## src/verilog/common_pkg.sv

```systemverilog
// Assumes an 8-bit Wishbone bus with 12-bit addresses; the register map and the address map are fixed here
package common_pkg;

    localparam int DATA_WIDTH     = 8;      // Wishbone data width
    localparam int WB_ADDR_WIDTH  = 12;     // Wishbone address width
    localparam int REG_ADDR_WIDTH = 3;      // Register index width
    localparam int REG_COUNT      = 8;
    localparam int RAM_ADDR_WIDTH = 8;      // 256-byte scratch RAM

    // Register indices, 3 to 7 are plain storage
    localparam int REG_STATUS = 0;
    localparam int REG_CPU    = 1;
    localparam int REG_VIDEO  = 2;

    // Status register bits
    localparam int REG_STATUS_GRAPHICS_BIT = 0;   // VIA CA2 (0 = graphics, 1 = text)
    localparam int REG_STATUS_CRT_BIT      = 1;   // Display type
    localparam int REG_STATUS_KEYBOARD_BIT = 2;   // Keyboard type

    // CPU register bits
    localparam int REG_CPU_READY_BIT = 0;
    localparam int REG_CPU_RESET_BIT = 1;
    localparam int REG_CPU_NMI_BIT   = 2;

    // Video register bits
    localparam int REG_VIDEO_COL_80_BIT = 0;
    localparam int REG_VIDEO_MASK_LSB   = 2;      // Mask sits in bits 3:2

    // Address map, anything else is unmapped
    localparam logic [WB_ADDR_WIDTH-1:0] REGS_BASE = 12'h000;
    localparam logic [WB_ADDR_WIDTH-1:0] RAM_BASE  = 12'h800;

    // Opcode in bits 7:6 of the first frame byte
    typedef enum logic [1:0] {
        OP_NONE  = 2'b00,
        OP_WRITE = 2'b01,
        OP_READ  = 2'b10
    } spi_op_e;

    // Request shared by all bus targets
    typedef struct packed {
        logic [WB_ADDR_WIDTH-1:0] addr;
        logic [DATA_WIDTH-1:0]    data;
        logic                     we;
    } wb_req_t;

    typedef struct packed {
        logic video_graphic;
        logic config_crt;
        logic config_keyboard;
    } status_in_t;

    typedef struct packed {
        logic ready;
        logic reset;
        logic nmi;
    } cpu_ctl_t;

    typedef struct packed {
        logic       col_80;
        logic [1:0] ram_mask;   // Video RAM address bits 11:10
    } video_ctl_t;

endpackage

```

## src/verilog/spi_target.sv

```systemverilog
// SPI mode 0 target, MSB first; SCLK must stay below one eighth of wb_clock_i
`timescale 1ns/100ps

module spi_target import common_pkg::*; (
    input  logic                  wb_clock_i,
    input  logic                  arst_n_i,
    input  logic                  spi_sclk_i,
    input  logic                  spi_cs_n_i,
    input  logic                  spi_mosi_i,
    output logic                  spi_miso_o,
    input  logic [DATA_WIDTH-1:0] tx_byte_i,      // Byte for the next SPI byte
    input  logic                  tx_load_i,
    output logic [DATA_WIDTH-1:0] rx_byte_o,
    output logic                  rx_valid_o,     // One cycle per complete byte
    output logic                  frame_start_o,  // CS falling
    output logic                  frame_end_o     // CS rising
);
    logic [2:0]                    sclk_q;     // Two sync stages plus edge history
    logic [2:0]                    cs_n_q;
    logic [1:0]                    mosi_q;     // Aligned with sclk_q[1]
    logic [$clog2(DATA_WIDTH)-1:0] bit_cnt;    // Bits seen in current byte
    logic [DATA_WIDTH-1:0]         rx_shift;
    logic [DATA_WIDTH-1:0]         tx_shift;
    logic                          sclk_rise;
    logic                          sclk_fall;
    logic                          cs_active;

    assign sclk_rise     = sclk_q[1] & ~sclk_q[2];
    assign sclk_fall     = ~sclk_q[1] & sclk_q[2];
    assign cs_active     = ~cs_n_q[1];
    assign frame_start_o = ~cs_n_q[1] & cs_n_q[2];
    assign frame_end_o   = cs_n_q[1] & ~cs_n_q[2];
    assign spi_miso_o    = tx_shift[DATA_WIDTH-1];   // MSB first
    assign rx_byte_o     = rx_shift;

    always_ff @(posedge wb_clock_i or negedge arst_n_i) begin
        if (!arst_n_i) begin
            sclk_q     <= '0;                  // Mode 0 idles low
            cs_n_q     <= '1;                  // Deselected
            mosi_q     <= '0;
            bit_cnt    <= '0;
            rx_valid_o <= 1'b0;
            tx_shift   <= '0;
        end else begin
            sclk_q     <= {sclk_q[1:0], spi_sclk_i};
            cs_n_q     <= {cs_n_q[1:0], spi_cs_n_i};
            mosi_q     <= {mosi_q[0], spi_mosi_i};
            rx_valid_o <= 1'b0;

            if (frame_end_o) begin
                bit_cnt <= '0;                 // Partial byte dropped
            end else if (sclk_rise && cs_active) begin
                bit_cnt    <= bit_cnt + 1'b1;
                rx_valid_o <= (bit_cnt == '1);  // Eighth bit sampled
            end

            // MISO reads 0 until the bus master loads a byte
            if (frame_start_o) begin
                tx_shift <= '0;
            end else if (tx_load_i) begin
                tx_shift <= tx_byte_i;
            end else if (sclk_fall && cs_active && bit_cnt != '0) begin
                tx_shift <= {tx_shift[DATA_WIDTH-2:0], 1'b0};  // Hold across byte boundary
            end
        end
    end

    // Sample MOSI on rising SCLK
    always_ff @(posedge wb_clock_i) begin
        if (sclk_rise && cs_active) begin
            rx_shift <= {rx_shift[DATA_WIDTH-2:0], mosi_q[1]};
        end
    end

endmodule

```

## src/verilog/spi_bus_master.sv

```systemverilog
// One Wishbone single transfer per three-byte SPI frame; short frames are dropped, no bursts
`timescale 1ns/100ps

module spi_bus_master import common_pkg::*; (
    input  logic                  wb_clock_i,
    input  logic                  arst_n_i,
    input  logic [DATA_WIDTH-1:0] rx_byte_i,
    input  logic                  rx_valid_i,
    input  logic                  frame_start_i,
    input  logic                  frame_end_i,
    output logic [DATA_WIDTH-1:0] tx_byte_o,      // Read data for MISO
    output logic                  tx_load_o,
    output wb_req_t               wb_req_o,
    output logic                  wb_cycle_o,
    output logic                  wb_strobe_o,
    output logic                  regs_sel_o,
    output logic                  ram_sel_o,
    input  logic [DATA_WIDTH-1:0] regs_data_i,
    input  logic                  regs_ack_i,
    input  logic [DATA_WIDTH-1:0] ram_data_i,
    input  logic                  ram_ack_i
);
    typedef enum logic [2:0] {IDLE, OPCODE, ADDR, DATA, BUS, DONE} state_e;

    state_e                   state_q;
    spi_op_e                  op_q;
    logic [WB_ADDR_WIDTH-1:0] addr_q;
    logic [DATA_WIDTH-1:0]    data_q;
    logic                     issued_q;   // Strobe already accepted, no stall
    logic                     regs_hit;
    logic                     ram_hit;
    logic                     bus_ack;

    // Region decode on upper address bits
    assign regs_hit = addr_q[WB_ADDR_WIDTH-1:REG_ADDR_WIDTH]
                      == REGS_BASE[WB_ADDR_WIDTH-1:REG_ADDR_WIDTH];
    assign ram_hit  = addr_q[WB_ADDR_WIDTH-1:RAM_ADDR_WIDTH]
                      == RAM_BASE[WB_ADDR_WIDTH-1:RAM_ADDR_WIDTH];
    assign bus_ack  = regs_ack_i | ram_ack_i;

    // No cycle for unmapped addresses
    assign wb_cycle_o  = (state_q == BUS) && (regs_hit || ram_hit);
    assign wb_strobe_o = wb_cycle_o && !issued_q;
    assign regs_sel_o  = wb_cycle_o && regs_hit;
    assign ram_sel_o   = wb_cycle_o && ram_hit;

    assign wb_req_o.addr = addr_q;
    assign wb_req_o.data = data_q;
    assign wb_req_o.we   = (op_q == OP_WRITE);
    assign tx_load_o     = (state_q == DONE) && (op_q == OP_READ);

    always_ff @(posedge wb_clock_i or negedge arst_n_i) begin
        if (!arst_n_i) begin
            state_q  <= IDLE;
            op_q     <= OP_NONE;
            issued_q <= 1'b0;
        end else begin
            case (state_q)
                IDLE: if (frame_start_i) state_q <= OPCODE;
                OPCODE: begin
                    if (frame_end_i) begin
                        state_q <= IDLE;
                    end else if (rx_valid_i) begin
                        op_q    <= spi_op_e'(rx_byte_i[DATA_WIDTH-1 -: 2]);
                        state_q <= ADDR;
                    end
                end
                ADDR: begin
                    if (frame_end_i) begin
                        state_q <= IDLE;
                    end else if (rx_valid_i) begin
                        // Reads go out early so MISO is ready for byte 2
                        case (op_q)
                            OP_READ:  state_q <= BUS;
                            OP_WRITE: state_q <= DATA;
                            default:  state_q <= DONE;   // Ignore rest of frame
                        endcase
                    end
                end
                DATA: begin
                    if (frame_end_i) begin
                        state_q <= IDLE;
                    end else if (rx_valid_i) begin
                        state_q <= BUS;
                    end
                end
                BUS: begin
                    issued_q <= 1'b1;
                    if (bus_ack || !(regs_hit || ram_hit)) begin
                        issued_q <= 1'b0;
                        state_q  <= DONE;
                    end
                end
                DONE:    state_q <= IDLE;   // tx_load for reads
                default: state_q <= IDLE;
            endcase
        end
    end

    // Frame payload and read data
    always_ff @(posedge wb_clock_i) begin
        if (rx_valid_i && state_q == OPCODE) begin
            addr_q[WB_ADDR_WIDTH-1:DATA_WIDTH] <= rx_byte_i[WB_ADDR_WIDTH-DATA_WIDTH-1:0];
        end
        if (rx_valid_i && state_q == ADDR) addr_q[DATA_WIDTH-1:0] <= rx_byte_i;
        if (rx_valid_i && state_q == DATA) data_q <= rx_byte_i;
        if (state_q == BUS) begin
            tx_byte_o <= regs_ack_i ? regs_data_i : (ram_ack_i ? ram_data_i : '0);  // Unmapped reads 0
        end
    end

    // Strobe is a single pulse and the cycle stays open for the ack
    a_stb_pulse: assert property (@(posedge wb_clock_i) disable iff (!arst_n_i)
        wb_strobe_o |=> wb_cycle_o && !wb_strobe_o);

    a_one_sel: assert property (@(posedge wb_clock_i) disable iff (!arst_n_i)
        !(regs_sel_o && ram_sel_o));

    // Request held until the selected target answers
    a_req_stable: assert property (@(posedge wb_clock_i) disable iff (!arst_n_i)
        wb_cycle_o && !bus_ack |=> $stable(wb_req_o));

endmodule

```

## src/verilog/register_file.sv

```systemverilog
// Single-cycle Wishbone register file; a host write to the status register is lost on the next idle cycle
`timescale 1ns/100ps

module register_file import common_pkg::*; (
    input  logic                  wb_clock_i,
    input  logic                  arst_n_i,
    input  wb_req_t               wb_req_i,
    output logic [DATA_WIDTH-1:0] wb_data_o,
    input  logic                  wb_cycle_i,
    input  logic                  wb_strobe_i,
    input  logic                  wb_sel_i,       // Address decoded by bus master
    output logic                  wb_stall_o,
    output logic                  wb_ack_o,
    input  status_in_t            status_i,       // Board inputs
    output cpu_ctl_t              cpu_ctl_o,
    output video_ctl_t            video_ctl_o
);
    logic [DATA_WIDTH-1:0]     regs [REG_COUNT];
    logic [REG_ADDR_WIDTH-1:0] reg_idx;
    logic                      req_hit;
    logic [DATA_WIDTH-1:0]     status_word;

    assign wb_stall_o = 1'b0;   // Always accepts
    assign reg_idx    = wb_req_i.addr[REG_ADDR_WIDTH-1:0];
    assign req_hit    = wb_cycle_i && wb_strobe_i && wb_sel_i;

    // Board inputs placed at their status bits, upper bits zero
    always_comb begin
        status_word                          = '0;
        status_word[REG_STATUS_GRAPHICS_BIT] = status_i.video_graphic;
        status_word[REG_STATUS_CRT_BIT]      = status_i.config_crt;
        status_word[REG_STATUS_KEYBOARD_BIT] = status_i.config_keyboard;
    end

    always_ff @(posedge wb_clock_i or negedge arst_n_i) begin
        if (!arst_n_i) begin
            wb_ack_o <= 1'b0;
            for (int i = 0; i < REG_COUNT; i++) begin
                regs[i] <= '0;
            end
            regs[REG_CPU][REG_CPU_RESET_BIT] <= 1'b1;   // CPU held in reset, not ready
        end else begin
            wb_ack_o <= req_hit;
            if (req_hit) begin
                if (wb_req_i.we) regs[reg_idx] <= wb_req_i.data;
            end else begin
                regs[REG_STATUS] <= status_word;   // Refresh while idle
            end
        end
    end

    // Read data is the value before any write in the same cycle
    always_ff @(posedge wb_clock_i) begin
        if (req_hit) wb_data_o <= regs[reg_idx];
    end

    assign cpu_ctl_o.ready = regs[REG_CPU][REG_CPU_READY_BIT];
    assign cpu_ctl_o.reset = regs[REG_CPU][REG_CPU_RESET_BIT];
    assign cpu_ctl_o.nmi   = regs[REG_CPU][REG_CPU_NMI_BIT];

    assign video_ctl_o.col_80   = regs[REG_VIDEO][REG_VIDEO_COL_80_BIT];
    assign video_ctl_o.ram_mask = regs[REG_VIDEO][REG_VIDEO_MASK_LSB +: 2];

    // Ack lands while the cycle is open and no second strobe follows
    a_ack_single: assert property (@(posedge wb_clock_i) disable iff (!arst_n_i)
        wb_ack_o |-> wb_cycle_i && !(wb_strobe_i && wb_sel_i));

endmodule

```

## src/verilog/scratch_ram.sv

```systemverilog
// 256-byte Wishbone RAM with a one-cycle ack; contents are undefined after reset
`timescale 1ns/100ps

module scratch_ram import common_pkg::*; (
    input  logic                  wb_clock_i,
    input  logic                  arst_n_i,
    input  wb_req_t               wb_req_i,
    output logic [DATA_WIDTH-1:0] wb_data_o,
    input  logic                  wb_cycle_i,
    input  logic                  wb_strobe_i,
    input  logic                  wb_sel_i,
    output logic                  wb_ack_o
);
    logic [DATA_WIDTH-1:0]     mem [2**RAM_ADDR_WIDTH];
    logic [RAM_ADDR_WIDTH-1:0] word_addr;
    logic                      req_hit;

    assign word_addr = wb_req_i.addr[RAM_ADDR_WIDTH-1:0];   // Low 8 bits only
    assign req_hit   = wb_cycle_i && wb_strobe_i && wb_sel_i;

    always_ff @(posedge wb_clock_i or negedge arst_n_i) begin
        if (!arst_n_i) begin
            wb_ack_o <= 1'b0;
        end else begin
            wb_ack_o <= req_hit;   // Ack one cycle after strobe
        end
    end

    always_ff @(posedge wb_clock_i) begin
        if (req_hit) begin
            wb_data_o <= mem[word_addr];        // Old contents on a write
            if (wb_req_i.we) begin
                mem[word_addr] <= wb_req_i.data;
            end
        end
    end

endmodule

```

## src/verilog/pet_ctl_top.sv

```systemverilog
// PET control block top; SPI host must keep SCLK below one eighth of wb_clock_i
`timescale 1ns/100ps

module pet_ctl_top import common_pkg::*; (
    input  logic         wb_clock_i,
    input  logic         arst_n_i,
    input  logic         spi_sclk_i,
    input  logic         spi_cs_n_i,
    input  logic         spi_mosi_i,
    output logic         spi_miso_o,
    input  logic         video_graphic_i,      // VIA CA2
    input  logic         config_crt_i,
    input  logic         config_keyboard_i,
    output logic         cpu_ready_o,
    output logic         cpu_reset_o,
    output logic         cpu_nmi_o,
    output logic         video_col_80_mode_o,
    output logic [11:10] video_ram_mask_o
);
    logic [DATA_WIDTH-1:0] rx_byte;
    logic                  rx_valid;
    logic                  frame_start;
    logic                  frame_end;
    logic [DATA_WIDTH-1:0] tx_byte;
    logic                  tx_load;
    wb_req_t               wb_req;         // Shared by both targets
    logic                  wb_cycle;
    logic                  wb_strobe;
    logic                  regs_sel;
    logic                  ram_sel;
    logic [DATA_WIDTH-1:0] regs_data;
    logic                  regs_ack;
    logic [DATA_WIDTH-1:0] ram_data;
    logic                  ram_ack;
    status_in_t            status;
    cpu_ctl_t              cpu_ctl;
    video_ctl_t            video_ctl;

    assign status = '{video_graphic: video_graphic_i, config_crt: config_crt_i,
                      config_keyboard: config_keyboard_i};

    assign cpu_ready_o         = cpu_ctl.ready;
    assign cpu_reset_o         = cpu_ctl.reset;
    assign cpu_nmi_o           = cpu_ctl.nmi;
    assign video_col_80_mode_o = video_ctl.col_80;
    assign video_ram_mask_o    = video_ctl.ram_mask;

    spi_target spi0 (.wb_clock_i, .arst_n_i, .spi_sclk_i, .spi_cs_n_i, .spi_mosi_i,
        .spi_miso_o, .tx_byte_i(tx_byte), .tx_load_i(tx_load), .rx_byte_o(rx_byte),
        .rx_valid_o(rx_valid), .frame_start_o(frame_start), .frame_end_o(frame_end));

    spi_bus_master master0 (.wb_clock_i, .arst_n_i, .rx_byte_i(rx_byte),
        .rx_valid_i(rx_valid), .frame_start_i(frame_start), .frame_end_i(frame_end),
        .tx_byte_o(tx_byte), .tx_load_o(tx_load), .wb_req_o(wb_req), .wb_cycle_o(wb_cycle),
        .wb_strobe_o(wb_strobe), .regs_sel_o(regs_sel), .ram_sel_o(ram_sel),
        .regs_data_i(regs_data), .regs_ack_i(regs_ack), .ram_data_i(ram_data),
        .ram_ack_i(ram_ack));

    // Stall is constant 0 and the master never waits on it
    register_file regs0 (.wb_clock_i, .arst_n_i, .wb_req_i(wb_req), .wb_data_o(regs_data),
        .wb_cycle_i(wb_cycle), .wb_strobe_i(wb_strobe), .wb_sel_i(regs_sel), .wb_stall_o(),
        .wb_ack_o(regs_ack), .status_i(status), .cpu_ctl_o(cpu_ctl), .video_ctl_o(video_ctl));

    scratch_ram ram0 (.wb_clock_i, .arst_n_i, .wb_req_i(wb_req), .wb_data_o(ram_data),
        .wb_cycle_i(wb_cycle), .wb_strobe_i(wb_strobe), .wb_sel_i(ram_sel),
        .wb_ack_o(ram_ack));

endmodule

```

## config.mk

```make
export PLATFORM = sky130hd
export DESIGN_NAME = pet_ctl_top
export DESIGN_NICKNAME = d
export VERILOG_FILES = /design/src/verilog/common_pkg.sv /design/src/verilog/spi_target.sv /design/src/verilog/spi_bus_master.sv /design/src/verilog/register_file.sv /design/src/verilog/scratch_ram.sv /design/src/verilog/pet_ctl_top.sv
export SDC_FILE = /design/constraint.sdc
export NUM_CORES = 2
export LEC_CHECK = 0
export BUFFER_PORTS_ARGS = -buffer_cell sky130_fd_sc_hd__buf_2
export CAP_MARGIN = 20
export CORE_UTILIZATION = 57
export DETAILED_ROUTE_END_ITERATION = 8
export PLACE_DENSITY_LB_ADDON = 0.08
export SETUP_SLACK_MARGIN = 0.3
export SYNTH_ARGS = -nofsm -noshare
export SYNTH_HDL_FRONTEND = slang
export SYNTH_SLANG_ARGS = --single-unit
```

## constraint.sdc

```tcl
create_clock -name wb_clock_i -period 3.8 [get_ports wb_clock_i]
set_input_delay 0.19 -clock wb_clock_i [delete_from_list [all_inputs] [get_ports wb_clock_i]]
set_output_delay 0.19 -clock wb_clock_i [all_outputs]
set_load 0.05 [all_outputs]
```

==> impl_results.md <==
- GPL Wtd Cong: 0.838
- Largest net degree at the start of global routing: 197
- Hold_ws: 155 ps
- GRT Util Overall: 27.5%
- Post-synth EDFFs: 2,100
- Overall die width: 386 µm
- First-pass GRT wire length: 291 mm
- Syn_area_per_cell: 21.6 µm²
- Total number of vias: 41,300
- Hold path depth: 4
- Die Y: 386 µm
- Syn nets: 3,892
- Synthesis-stage register bit count: 2,192
- # H-tree levels: 4
- Area of the multi-input gates: 18,100 µm²
- Wl on met1: 82.2 mm
- Mapped Area: 83,900 µm²
- Main synth FF type: edfxtp_1
- Fin Setup TNS: 0 ps
- Initial Utilization: 57.5%
- Post-route clock period utilization: 92.6%
- Crit. End Element: flop
- Drt drc: 0
- Synth async-reset ratio: 4.20%
- DRT Wirelength: 202 mm
- Worst-Margin Slew: 1080 ps
- DIE AREA: 149,000 µm²
- CTS Root Cell: clkbuf_16
- Clk_lat worst skew: 820 ps
- WP data arrival: 3940 ps
- Core area: 146,000 µm²
- CTS max path bufs: 3
- Layout Nets: 4,148
- Setup slack, reg-to-reg: 280 ps
- Register area: 65,400 µm²
- CTS tree: done
- Sink Count: 2,192
- Worst R2R Path Depth: 6
- HP Class: in -> reg
- IO Pins: 15
- Grt ovf: 0
- Max frequency: 284 MHz
- Crit Path Category: reg -> reg
- Required @ worst endpoint: 4220 ps
- Iter 0 DRT Violations: 4,387
- Metal3 WL: 17.3 mm
- Drt wl/cell: 32.5 µm
- Vias/cell: 6.63
- Worst setup SP type: flop
- Non-filler cells in the finished layout: 6,234
- N_diodes: 0
- Setup Buffers After CTS: 0
- RSZ-0062 raised after global routing: true
- Status: finished, final reports clean
- Sequential element share of the synthesized area: 77.9%
- Worst Skew: 33.6 ps
- Routed length on met2: 97.7 mm
- Total CTS buffers: 211
- Worst-path fanout max: 16
- Synth-to-Final Area Change: 13.7%
- Fin. Hold Viols: 0
- Layout cells sized above 1: 30.5%
- Sum of net half-perimeters after detailed placement: 119 mm
- Dpl cells: 5,825
- Max layer used: met4
- Syn. warnings: 0
- Clk slew on worst S/H paths: 60 ps
- Power Dens Cells: 491 nW/µm²
- FP Rows: 140
- Fillers: 9,381
- I/O Buffers: 14
- Slew Limit Headroom: 28.0%
- Cells after synthesis: 3,881
- Number of nets still failing antenna checks after routing: 0
- Antenna violations before repair: 2
- Max-cap viol count: 0
- Pre-Repair DR Iteration Count: 5
- Vias in the first global route: 41,800
- Max IR drop VDD: 458 µV
- Yosys cell types: 41
- Final Max Tran Viols: 0
- Min cycle time layout: 3520 ps
- Static leakage: 30.2 nW
- Final Setup Violations: 0
## per-layer routing
metal	GRT usage, %	vias to the layer above
met5	0	-
met4	8.34	0
met3	5.26	296
met2	42.8	2020
met1	40.2	22200
li1	-	16900
## critical path, cell delays in order, from the launching register on
cell	delay (ps)
dfrtp_1	470
nor3b_1	490
nand4_1	370
nor2_1	290
buf_12	200
nand2_1	440
nor2_1	850
## synth_stat cells (all sizes together), types with 3 or more instances
| library cell | count | area (µm²) |
|---|---|---|
| mux2 | 67 | 754 |
| mux2i | 8 | 80.1 |
| nor2 | 273 | 1020 |
| dfrtp | 88 | 2200 |
| a22oi | 256 | 1920 |
| o41ai | 32 | 280 |
| o21ai | 10 | 50.1 |
| nor3b | 3 | 22.5 |
| nand3 | 7 | 35.0 |
| mux4 | 528 | 11900 |
| nand2b | 4 | 25.0 |
| and2 | 5 | 31.3 |
| ha | 3 | 37.5 |
| nand2 | 51 | 206 |
| clkbuf | 142 | 533 |
| nor3 | 6 | 30.0 |
| edfxtp | 2100 | 63100 |
| inv | 10 | 37.5 |
| nand4 | 10 | 62.6 |
| a22o | 21 | 184 |
| a21oi | 130 | 651 |
| buf | 95 | 463 |
| nor2b | 15 | 93.8 |
| dfstp | 4 | 105 |
## cell families after synthesis
logic type	after synthesis	synth area share (%)
multiplexers	603	15.2
AO/OA/AOI/OAI	454	3.73
adder cells (fa/ha/maj)	3	0.0447
buffers and inverters	247	1.23
AND/OR/NAND/NOR	382	1.93
flip-flops	2192	77.9
## power by group
part	leakage, nW	internal (mW)	switching (mW)	total, mW
logic	6.72	0.0371	0.0486	0.0857
clock network	3.34	11.9	8.70	20.6
registers	20.1	26.1	0.0240	26.1
## stage by stage
step | power [mW] | cell area (µm²) | setup WS, ps | utilization [%]
6_report | 46.8 | 95400 | 280 | 65.4
5_1_grt | 48.0 | 95400 | 66.6 | 65.4
4_1_cts | 47.1 | 94900 | 180 | 65.0
3_5_place_dp | 26.7 | 87900 | -88.5 | 60.2
3_3_place_gp | 26.7 | 87800 | -328 | 60.2
2_1_floorplan | 26.7 | 83900 | -362 | -
## placed cells by master (no fill, tap or decap), types with 13 or more instances in the layout
cell	instances
nand2_1	45
a21oi_1	130
clkinv_1	50
buf_4	206
a22o_1	21
buf_12	40
nor2b_1	13
mux2_2	66
buf_2	16
edfxtp_1	2100
o41ai_2	14
nor2_1	158
o41ai_1	14
a22oi_1	256
mux4_2	528
bufinv_16	21
clkinv_2	46
clkbuf_16	220
dfrtp_1	88
nor2_2	108
clkbuf_1	44
## what timing repair did
action,4_1_cts,5_1_grt
gates cloned,0,1
endpoints found under the hold margin,94,32
setup endpoints to repair,24,1044
resized for setup,14,123
hold buffers,10,1
## path summary, 6_finish.rpt
check,to,startpoint
worst max-delay path,ram0.mem[27][0]$_DFFE_PP_,master0.state_q[0]$_DFFE_PN0P_
max in group asynchronous,spi0.cs_n_q[2]$_DFF_PN1_,arst_n_i
worst max register to register,ram0.mem[27][0]$_DFFE_PP_,master0.state_q[0]$_DFFE_PN0P_
worst min-delay path,regs0.regs[57]$_DFFE_PN0P_,config_crt_i
min in group asynchronous,regs0.regs[34]$_DFFE_PN0P_,arst_n_i
worst min register to register,spi0.mosi_q[1]$_DFF_PN0_,spi0.mosi_q[0]$_DFF_PN0_
## layout make-up
type	count	share of cell area, %
flip-flops and latches	2192	68.5
multi-input cells	1442	18.9
clock buffers	265	5.95
repair buffers	280	2.86
well taps	1917	2.51
clock inverters	128	1.19
inverters	10	0.0393
## state kept, by name (all words and copies together) (netlist names), 2 cells and up
name / count
spi0.bit_cnt: 3
master0.addr_q: 12
master0.state_q: 3
regs0.wb_data_o: 8
master0.data_q: 8
regs0.video_ctl_o: 3
spi0.sclk_q: 3
spi0.rx_byte_o: 8
ram0.mem: 2048
regs0.cpu_ctl_o: 3
regs0.regs: 58
ram0.wb_data_o: 8
master0.op_q: 2
master0.tx_byte_o: 8
spi0.tx_shift: 8
spi0.mosi_q: 2
spi0.cs_n_q: 3
(Power assumes the default switching activity.)
